--- src/cpu_types_pkg.sv ---
`default_nettype none

package cpu_types_pkg;

    typedef logic [31:0] u32_t;     // data or address word
    typedef logic [4:0]  reg_idx_t;

    // major opcode slices of the supported encodings
    typedef logic [16:0] op_3r_t;     // inst[31:15]
    typedef logic [9:0]  op_2ri12_t;  // inst[31:22]
    typedef logic [6:0]  op_1ri20_t;  // inst[31:25]
    typedef logic [5:0]  op_br_t;     // inst[31:26]

    localparam op_3r_t    OP_ADD_W   = 17'h00020;
    localparam op_3r_t    OP_SUB_W   = 17'h00022;
    localparam op_3r_t    OP_AND     = 17'h00029;
    localparam op_3r_t    OP_OR      = 17'h0002a;
    localparam op_3r_t    OP_XOR     = 17'h0002b;
    localparam op_2ri12_t OP_ADDI_W  = 10'h00a;
    localparam op_1ri20_t OP_LU12I_W = 7'h0a;
    localparam op_br_t    OP_BEQ     = 6'h16;
    localparam op_br_t    OP_BNE     = 6'h17;
    localparam op_br_t    OP_B       = 6'h14;

    typedef enum logic [2:0] {
        ALU_ADD, ALU_SUB, ALU_AND, ALU_OR, ALU_XOR, ALU_PASS_B  // pass_b for lu12i.w
    } alu_op_t;

    typedef enum logic [1:0] {
        BR_NONE, BR_EQ, BR_NE, BR_ALWAYS
    } br_kind_t;

endpackage

`default_nettype wire

--- src/cpu_pipe_pkg.sv ---
`default_nettype none

package cpu_pipe_pkg;
    import cpu_types_pkg::*;

    typedef struct packed {
        logic     valid;
        u32_t     pc;
        u32_t     inst;
    } fetch_decode_pass_t;

    typedef struct packed {
        logic     valid;
        u32_t     pc;
        alu_op_t  alu_op;
        br_kind_t br_kind;
        u32_t     op_a;
        u32_t     op_b;
        u32_t     cmp;      // rd value for beq/bne
        u32_t     target;
        logic     we;
        reg_idx_t rd;
    } decode_execute_pass_t;

    typedef struct packed {
        logic     valid;
        u32_t     pc;
        logic     we;
        reg_idx_t rd;
        u32_t     result;
    } execute_wb_pass_t;

    // result offered to decode
    typedef struct packed {
        logic     valid;
        reg_idx_t idx;
        u32_t     data;
    } forward_req_t;

endpackage

`default_nettype wire

--- src/cpu_top.sv ---
`timescale 1ns/10ps
`default_nettype none

module cpu_top #(
    parameter cpu_types_pkg::u32_t RESET_PC = 32'h0
) (
    input  logic                    clk,
    input  logic                    rst_n,
    output logic                    imem_req_o,
    output cpu_types_pkg::u32_t     imem_addr_o,
    input  logic                    imem_valid_i,
    input  cpu_types_pkg::u32_t     imem_data_i,
    output cpu_types_pkg::u32_t     debug_wb_pc_o,
    output logic [3:0]              debug_wb_rf_wen_o,
    output cpu_types_pkg::reg_idx_t debug_wb_rf_wnum_o,
    output cpu_types_pkg::u32_t     debug_wb_rf_wdata_o
);
    import cpu_types_pkg::*;
    import cpu_pipe_pkg::*;

    // passes
    fetch_decode_pass_t   pass_if;
    decode_execute_pass_t pass_id;

    logic br_taken;  // also the flush of decode
    u32_t br_target;
    forward_req_t ex_fwd, wb_fwd;

    reg_idx_t rj, rkd, rd;
    u32_t rj_data, rkd_data, rd_data;
    logic reg_we;

    fetch_stage #(.RESET_PC(RESET_PC)) u_fetch (
        .clk, .rst_n,
        .br_taken_i  (br_taken),
        .br_target_i (br_target),
        .imem_req_o, .imem_addr_o,
        .imem_valid_i, .imem_data_i,
        .pass_o      (pass_if)
    );

    decode_stage u_decode (
        .clk, .rst_n,
        .flush_i    (br_taken),
        .pass_i     (pass_if),
        .rj_o       (rj),
        .rkd_o      (rkd),
        .rj_data_i  (rj_data),
        .rkd_data_i (rkd_data),
        .ex_fwd_i   (ex_fwd),
        .wb_fwd_i   (wb_fwd),
        .pass_o     (pass_id)
    );

    reg_file u_regs (
        .clk, .rst_n,
        .rj_i       (rj),
        .rkd_i      (rkd),
        .rj_data_o  (rj_data),
        .rkd_data_o (rkd_data),
        .we_i       (reg_we),
        .rd_i       (rd),
        .rd_data_i  (rd_data)
    );

    execute_stage u_execute (
        .clk, .rst_n,
        .pass_i      (pass_id),
        .br_taken_o  (br_taken),
        .br_target_o (br_target),
        .ex_fwd_o    (ex_fwd),
        .wb_fwd_o    (wb_fwd),
        .reg_we_o    (reg_we),
        .reg_idx_o   (rd),
        .reg_data_o  (rd_data),
        .debug_wb_pc_o, .debug_wb_rf_wen_o,
        .debug_wb_rf_wnum_o, .debug_wb_rf_wdata_o
    );

endmodule

`default_nettype wire

--- src/decode_stage.sv ---
`timescale 1ns/10ps
`default_nettype none

module decode_stage (
    input  logic                               clk,
    input  logic                               rst_n,
    input  logic                               flush_i,
    input  cpu_pipe_pkg::fetch_decode_pass_t   pass_i,
    output cpu_types_pkg::reg_idx_t            rj_o,
    output cpu_types_pkg::reg_idx_t            rkd_o,
    input  cpu_types_pkg::u32_t                rj_data_i,
    input  cpu_types_pkg::u32_t                rkd_data_i,
    input  cpu_pipe_pkg::forward_req_t         ex_fwd_i,
    input  cpu_pipe_pkg::forward_req_t         wb_fwd_i,
    output cpu_pipe_pkg::decode_execute_pass_t pass_o
);
    import cpu_types_pkg::*;
    import cpu_pipe_pkg::*;

    // execute wins over writeback, writeback over the register file
    function automatic u32_t fwd_sel(input reg_idx_t idx, input u32_t rf_val);
        if (idx == '0)
            return rf_val;
        if (ex_fwd_i.valid && ex_fwd_i.idx == idx)
            return ex_fwd_i.data;
        if (wb_fwd_i.valid && wb_fwd_i.idx == idx)
            return wb_fwd_i.data;
        return rf_val;
    endfunction

    u32_t     inst;
    reg_idx_t rd;
    logic     d_known, d_we, d_use_imm;
    alu_op_t  d_alu;
    br_kind_t d_br;
    u32_t     d_imm, d_off, rj_val, rkd_val;
    decode_execute_pass_t de_nxt;

    assign inst = pass_i.inst;
    assign rd   = inst[4:0];

    // ============================================================
    // instruction decode
    // ============================================================
    always_comb begin
        d_known   = 1'b1;
        d_we      = 1'b1;
        d_use_imm = 1'b0;
        d_alu     = ALU_ADD;
        d_br      = BR_NONE;
        d_imm     = {{20{inst[21]}}, inst[21:10]};               // si12
        d_off     = {{14{inst[25]}}, inst[25:10], 2'b00};         // offs16
        if (inst[31:22] == OP_ADDI_W) begin
            d_use_imm = 1'b1;
        end else if (inst[31:25] == OP_LU12I_W) begin
            d_alu     = ALU_PASS_B;
            d_use_imm = 1'b1;
            d_imm     = {inst[24:5], 12'h000};
        end else if (inst[31:26] == OP_BEQ || inst[31:26] == OP_BNE) begin
            d_we = 1'b0;
            d_br = (inst[31:26] == OP_BEQ) ? BR_EQ : BR_NE;
        end else if (inst[31:26] == OP_B) begin
            d_we  = 1'b0;
            d_br  = BR_ALWAYS;
            d_off = {{4{inst[9]}}, inst[9:0], inst[25:10], 2'b00};  // offs26
        end else begin
            case (inst[31:15])
                OP_ADD_W: d_alu = ALU_ADD;
                OP_SUB_W: d_alu = ALU_SUB;
                OP_AND:   d_alu = ALU_AND;
                OP_OR:    d_alu = ALU_OR;
                OP_XOR:   d_alu = ALU_XOR;
                default:  d_known = 1'b0;  // becomes a bubble
            endcase
        end
    end

    assign rj_o    = inst[9:5];
    assign rkd_o   = (d_br == BR_EQ || d_br == BR_NE) ? rd : inst[14:10];

    always_comb begin
        rj_val  = fwd_sel(rj_o, rj_data_i);
        rkd_val = fwd_sel(rkd_o, rkd_data_i);
    end

    always_comb begin
        de_nxt.valid   = pass_i.valid & d_known & ~flush_i;
        de_nxt.pc      = pass_i.pc;
        de_nxt.alu_op  = d_alu;
        de_nxt.br_kind = d_br;
        de_nxt.op_a    = rj_val;
        de_nxt.op_b    = d_use_imm ? d_imm : rkd_val;
        de_nxt.cmp     = rkd_val;
        de_nxt.target  = pass_i.pc + d_off;
        de_nxt.we      = d_we & (rd != '0);  // r0 never written
        de_nxt.rd      = rd;
    end

    always_ff @(posedge clk or negedge rst_n) begin
        if (!rst_n)
            pass_o <= '0;
        else
            pass_o <= de_nxt;
    end

endmodule

`default_nettype wire

--- src/execute_stage.sv ---
`timescale 1ns/10ps
`default_nettype none

module execute_stage (
    input  logic                               clk,
    input  logic                               rst_n,
    input  cpu_pipe_pkg::decode_execute_pass_t pass_i,
    output logic                               br_taken_o,
    output cpu_types_pkg::u32_t                br_target_o,
    output cpu_pipe_pkg::forward_req_t         ex_fwd_o,
    output cpu_pipe_pkg::forward_req_t         wb_fwd_o,
    output logic                               reg_we_o,
    output cpu_types_pkg::reg_idx_t            reg_idx_o,
    output cpu_types_pkg::u32_t                reg_data_o,
    output cpu_types_pkg::u32_t                debug_wb_pc_o,
    output logic [3:0]                         debug_wb_rf_wen_o,
    output cpu_types_pkg::reg_idx_t            debug_wb_rf_wnum_o,
    output cpu_types_pkg::u32_t                debug_wb_rf_wdata_o
);
    import cpu_types_pkg::*;
    import cpu_pipe_pkg::*;

    u32_t alu_res;
    logic br_cond;
    execute_wb_pass_t wb_q;

    // ============================================================
    // ALU and branch
    // ============================================================
    always_comb begin
        case (pass_i.alu_op)
            ALU_ADD: alu_res = pass_i.op_a + pass_i.op_b;
            ALU_SUB: alu_res = pass_i.op_a - pass_i.op_b;
            ALU_AND: alu_res = pass_i.op_a & pass_i.op_b;
            ALU_OR:  alu_res = pass_i.op_a | pass_i.op_b;
            ALU_XOR: alu_res = pass_i.op_a ^ pass_i.op_b;
            default: alu_res = pass_i.op_b;  // lu12i.w
        endcase
    end

    always_comb begin
        case (pass_i.br_kind)
            BR_EQ:     br_cond = (pass_i.op_a == pass_i.cmp);
            BR_NE:     br_cond = (pass_i.op_a != pass_i.cmp);
            BR_ALWAYS: br_cond = 1'b1;
            default:   br_cond = 1'b0;
        endcase
    end

    // no predictor, so every taken branch redirects
    assign br_taken_o  = pass_i.valid & br_cond;
    assign br_target_o = pass_i.target;

    assign ex_fwd_o = '{pass_i.valid & pass_i.we, pass_i.rd, alu_res};

    // ============================================================
    // writeback register
    // ============================================================
    always_ff @(posedge clk or negedge rst_n) begin
        if (!rst_n)
            wb_q <= '0;
        else
            wb_q <= '{pass_i.valid, pass_i.pc, pass_i.valid & pass_i.we, pass_i.rd, alu_res};
    end

    assign reg_we_o   = wb_q.valid & wb_q.we;
    assign reg_idx_o  = wb_q.rd;
    assign reg_data_o = wb_q.result;
    assign wb_fwd_o   = '{reg_we_o, wb_q.rd, wb_q.result};

    assign debug_wb_pc_o       = wb_q.pc;
    assign debug_wb_rf_wen_o   = {4{reg_we_o}};  // all byte lanes
    assign debug_wb_rf_wnum_o  = wb_q.rd;
    assign debug_wb_rf_wdata_o = wb_q.result;

endmodule

`default_nettype wire

--- src/fetch_stage.sv ---
`timescale 1ns/10ps
`default_nettype none

module fetch_stage #(
    parameter cpu_types_pkg::u32_t RESET_PC = 32'h0
) (
    input  logic                             clk,
    input  logic                             rst_n,
    input  logic                             br_taken_i,
    input  cpu_types_pkg::u32_t              br_target_i,
    output logic                             imem_req_o,
    output cpu_types_pkg::u32_t              imem_addr_o,
    input  logic                             imem_valid_i,
    input  cpu_types_pkg::u32_t              imem_data_i,
    output cpu_pipe_pkg::fetch_decode_pass_t pass_o
);
    import cpu_types_pkg::*;

    logic run_q;     // out of reset, requesting
    logic live_q;    // outstanding request not flushed
    u32_t pc_q;      // restart pc after reset or redirect
    u32_t out_pc_q;  // pc of outstanding request

    // next address depends on what comes back this cycle
    always_comb begin
        if (!live_q) begin
            imem_addr_o = pc_q;
        end else if (imem_valid_i) begin
            imem_addr_o = out_pc_q + 32'd4;
        end else begin
            imem_addr_o = out_pc_q;  // word lost, ask again
        end
    end

    assign imem_req_o = run_q;

    always_ff @(posedge clk or negedge rst_n) begin
        if (!rst_n) begin
            run_q  <= 1'b0;
            live_q <= 1'b0;
            pc_q   <= RESET_PC;
        end else begin
            run_q  <= 1'b1;
            live_q <= imem_req_o & ~br_taken_i;  // kill the request of this cycle
            if (br_taken_i)
                pc_q <= br_target_i;
        end
    end

    always_ff @(posedge clk) begin
        if (imem_req_o)
            out_pc_q <= imem_addr_o;
    end

    assign pass_o = '{live_q & imem_valid_i, out_pc_q, imem_data_i};

endmodule

`default_nettype wire

--- src/reg_file.sv ---
`timescale 1ns/10ps
`default_nettype none

module reg_file (
    input  logic                    clk,
    input  logic                    rst_n,
    input  cpu_types_pkg::reg_idx_t rj_i,
    input  cpu_types_pkg::reg_idx_t rkd_i,
    output cpu_types_pkg::u32_t     rj_data_o,
    output cpu_types_pkg::u32_t     rkd_data_o,
    input  logic                    we_i,
    input  cpu_types_pkg::reg_idx_t rd_i,
    input  cpu_types_pkg::u32_t     rd_data_i
);
    import cpu_types_pkg::*;

    u32_t regs [32];

    always_ff @(posedge clk or negedge rst_n) begin
        if (!rst_n) begin
            for (int i = 0; i < 32; i++)
                regs[i] <= '0;
        end else if (we_i && rd_i != '0) begin  // r0 stays zero
            regs[rd_i] <= rd_data_i;
        end
    end

    assign rj_data_o  = regs[rj_i];
    assign rkd_data_o = regs[rkd_i];

endmodule

`default_nettype wire

--- config.mk ---
export PLATFORM = sky130hd
export DESIGN_NAME = cpu_top
export DESIGN_NICKNAME = d
export VERILOG_FILES = /design/src/cpu_types_pkg.sv /design/src/cpu_pipe_pkg.sv /design/src/cpu_top.sv /design/src/decode_stage.sv /design/src/execute_stage.sv /design/src/fetch_stage.sv /design/src/reg_file.sv
export SDC_FILE = /design/constraint.sdc
export NUM_CORES = 2
export LEC_CHECK = 0
export BUFFER_PORTS_ARGS = -buffer_cell sky130_fd_sc_hd__buf_2
export CAP_MARGIN = 10
export CORE_ASPECT_RATIO = 0.8
export CORE_MARGIN = 2
export CORE_UTILIZATION = 23
export DETAILED_ROUTE_END_ITERATION = 6
export PLACE_DENSITY = 0.45
export SYNTH_ARGS = -nofsm -noshare
export SYNTH_HDL_FRONTEND = slang
export SYNTH_SLANG_ARGS = --single-unit
--- constraint.sdc ---
create_clock -name clk -period 6.79 [get_ports clk]
set_clock_uncertainty 0.2 [all_clocks]
set_input_delay 1.0185 -clock clk [delete_from_list [all_inputs] [get_ports clk]]
set_output_delay 1.0185 -clock clk [all_outputs]
set_load 0.01 [all_outputs]
==> flow_summary.json <==
{
  "hp-class": "input port to asynchronous set/reset pin",
  "cp.required_ps": 7270,
  "clock-sinks": 1331,
  "syn_area_per_cell_sq_um": 12.6,
  "cts_hold_buf": 0,
  "grt_max_degree": 159,
  "drt_iter0_drc": 5880,
  "ctsResizeCount": 0,
  "cts_max_path_buffers": 4,
  "wl_per_cell_um": 29.9,
  "violations": "negative hold slack",
  "die_x_um": 637,
  "async_flop_share": 0.976,
  "critical_path_class": "flip-flop to flip-flop",
  "cts_tree": "yes",
  "ctsRootBufferMaster": "clkbuf_16",
  "reg2reg_depth": 17,
  "yosysWarnings": 0,
  "fin_crit_sh": 0.890,
  "whs_ps": -6.52,
  "ys_seq_elements": 1331,
  "antenna_found_initial": 15,
  "powerDensity_nw_per_um2": 224,
  "dp_cells": 9821,
  "fmax_mhz": 165,
  "synth.top_cell.area_share": 0.441,
  "endpoint_kind": "flip-flop",
  "final_cells": 10100,
  "initial_core_util": 0.232,
  "cts_htree_levels": 4,
  "place_hpwl_mm": 194,
  "leakagePower_nw": 37.2,
  "worst_slew_pin_slew_ps": 1330,
  "synth_common_cells": "1299 x dfrtp_1, 1055 x mux2_2, 443 x mux4_2, 391 x nand2_1, 381 x clkbuf_1",
  "grt_use_total": 0.180,
  "worstPathArrival_ps": 6520,
  "fin_nets": 5935,
  "synth_nets": 6029,
  "rows": 185,
  "drc_errors": 0,
  "drv_slew": 0,
  "ys_types": 95,
  "crit_chain": "nor4_1 > nand3_1 > nor4_1 > nand2_1 > or3_1 > o41ai_1 > xnor2_1 > ha_1 > nand2_1 > or4_1 > nor2b_1 > o21ai_0 > mux2i_1 > nand3_1 > a221o_1 > a211o_1 > a221o_1",
  "die_h_um": 511,
  "maxCapViolations": 0,
  "fp.coreArea_sq_um": 318000,
  "yosysMostFrequentCell": "dfrtp_1",
  "slowest_delay_ps": 560,
  "io_pins": 141,
  "io_buffers": 140,
  "routed_wl_mm": 302,
  "overflow": 0,
  "synth_cells": 5866,
  "path_max_fanout": 12,
  "grt_pass1_vias": 52600,
  "hold_violations": 2,
  "postRouteAntennaNets": 0,
  "relSlewSlack": 0.0863,
  "synth_edf_count": 32,
  "cts.clk_slew.worst_paths_ps": 60,
  "ys.flop_type": "dfrtp_1",
  "yosysSeqAreaShare": 0.454,
  "critPathSlowestCell": "nor4_1",
  "peakVddDrop_mv": 0.148,
  "setup_violations": 0,
  "place_ws_ps": 821,
  "setup-tns-final_ps": 0,
  "startpoint_type": "flip-flop",
  "synth_top_area_cell": "dfrtp_1",
  "status": "finished with violations",
  "viasPerCell": 5.31,
  "rsz0062_at_grt": "no",
  "synth_area_leaders": "dfrtp_1 44%, mux2_2 16%, mux4_2 14%",
  "firstDrtPassIters": 6,
  "clock_latency_ps": 860,
  "num_vias": 53600,
  "cts_setup_buffers": 0,
  "gp_congestion": 0.906,
  "drive_gt1_frac": 0.371,
  "syn_area_sq_um": 73800,
  "die_area_sq_um": 325000,
  "finalCriticalPeriod_ps": 6050,
  "grt_pass1_wl_mm": 424,
  "syn_to_final_growth_pct": 14.4,
  "setup_ws_ps": 744,
  "cts_buffers": 156
}
==> layout make-up <==
class	count	area [sq um]
Clock buffer	213	4370
Timing Repair Buffer	358	2690
Clock inverter	53	628
Fill cell	32600	234000
Sequential cell	1331	33500
Inverter	103	392
Multi-Input combinational cell	3822	37600
Antenna cell	4	10.0
Tap cell	4207	5260
==> per-layer routing <==
layer  track usage  wire (um)
met1         0.264     139000
met2         0.259     127000
met3        0.0429      24900
met4        0.0596      10800
met5       0.00304        138
==> sequential cells by signal (all words and copies together) (netlist names) <==
signal	count
u_regs.regs	1024
u_fetch.live_q	1
u_execute.debug_wb_rf_wdata_o	32
u_execute.debug_wb_rf_wnum_o	5
u_decode.pass_o	170
u_fetch.out_pc_q	32
u_fetch.imem_req_o	1
u_execute.debug_wb_pc_o	32
u_execute.wb_q	2
u_fetch.pc_q	32
==> stage by stage <==
stage,area (sq um),utilization,power [mW]
floorplan,73800,-,9.45
global route,84400,0.265,19.6
CTS,84400,0.265,19.1
global placement,79400,0.249,10.5
detailed placement,79400,0.249,10.5
finish,84400,0.265,18.9
==> power by group <==
part           total [mW]  internal, mW  switching, mW
sequential           8.26          8.11          0.150
clock                8.57          4.99           3.58
combinational        2.11         0.567           1.55
==> logic make-up after synthesis <==
| kind of cell | share of synthesized area |
|---|---|
| mux | 0.311 |
| other cells | 0.0000508 |
| buf+inv | 0.0428 |
| flops | 0.454 |
| simple gates | 0.0653 |
| fa+ha+maj | 0.0219 |
| xor+xnor | 0.0159 |
| compound gates | 0.0896 |
==> layout by cell type (no fill, tap or decap), types with 20 or more instances in the layout <==
cell,count
clkbuf_16,158
clkbuf_1,34
mux4_2,443
clkbuf_8,21
o221ai_1,29
a31oi_1,34
mux2_2,1055
o22ai_1,39
buf_4,193
mux2i_1,105
nor3_1,30
inv_1,101
a221o_1,47
a2111oi_0,20
edfxtp_1,32
o211ai_1,20
a211oi_1,88
dfrtp_1,1295
a22oi_1,73
nand2_1,386
and3_1,75
xnor2_1,64
o21ai_0,107
nand2b_1,32
nand4_1,34
a22o_1,21
nand3_1,117
nor2_4,26
nor2_1,190
a21o_1,40
a311oi_1,29
a21oi_1,181
clkinv_2,33
buf_12,26
buf_2,137
xor2_1,70
ha_1,126
o21a_1,34
==> final timing paths <==
path / from / end / slack, ps
worst max register to register: u_decode.pass_o[74]$_DFF_PN0_ / u_decode.pass_o[93]$_DFF_PN0_ / 740
worst min register to register: u_decode.pass_o[143]$_DFF_PN0_ / u_execute.debug_wb_pc_o[4]$_DFF_PN0_ / 150
worst max-delay path: u_decode.pass_o[74]$_DFF_PN0_ / u_decode.pass_o[93]$_DFF_PN0_ / 740
max in group asynchronous: rst_n / u_regs.regs[909]$_DFFE_PN0P_ / 4810
min in group clk: u_decode.pass_o[143]$_DFF_PN0_ / u_execute.debug_wb_pc_o[4]$_DFF_PN0_ / 150
worst min-delay path: rst_n / u_regs.regs[114]$_DFFE_PN0P_ / -7
==> critical path, delay by kind of cell (launching register included) <==
kind | cells | cell delay, ps
xor+xnor | 1 | 110
mux | 1 | 240
fa+ha+maj | 1 | 550
simple gates | 9 | 2810
compound gates | 5 | 1510
flops | 1 | 460
No activity file was read; power rests on OpenSTA's default activity.
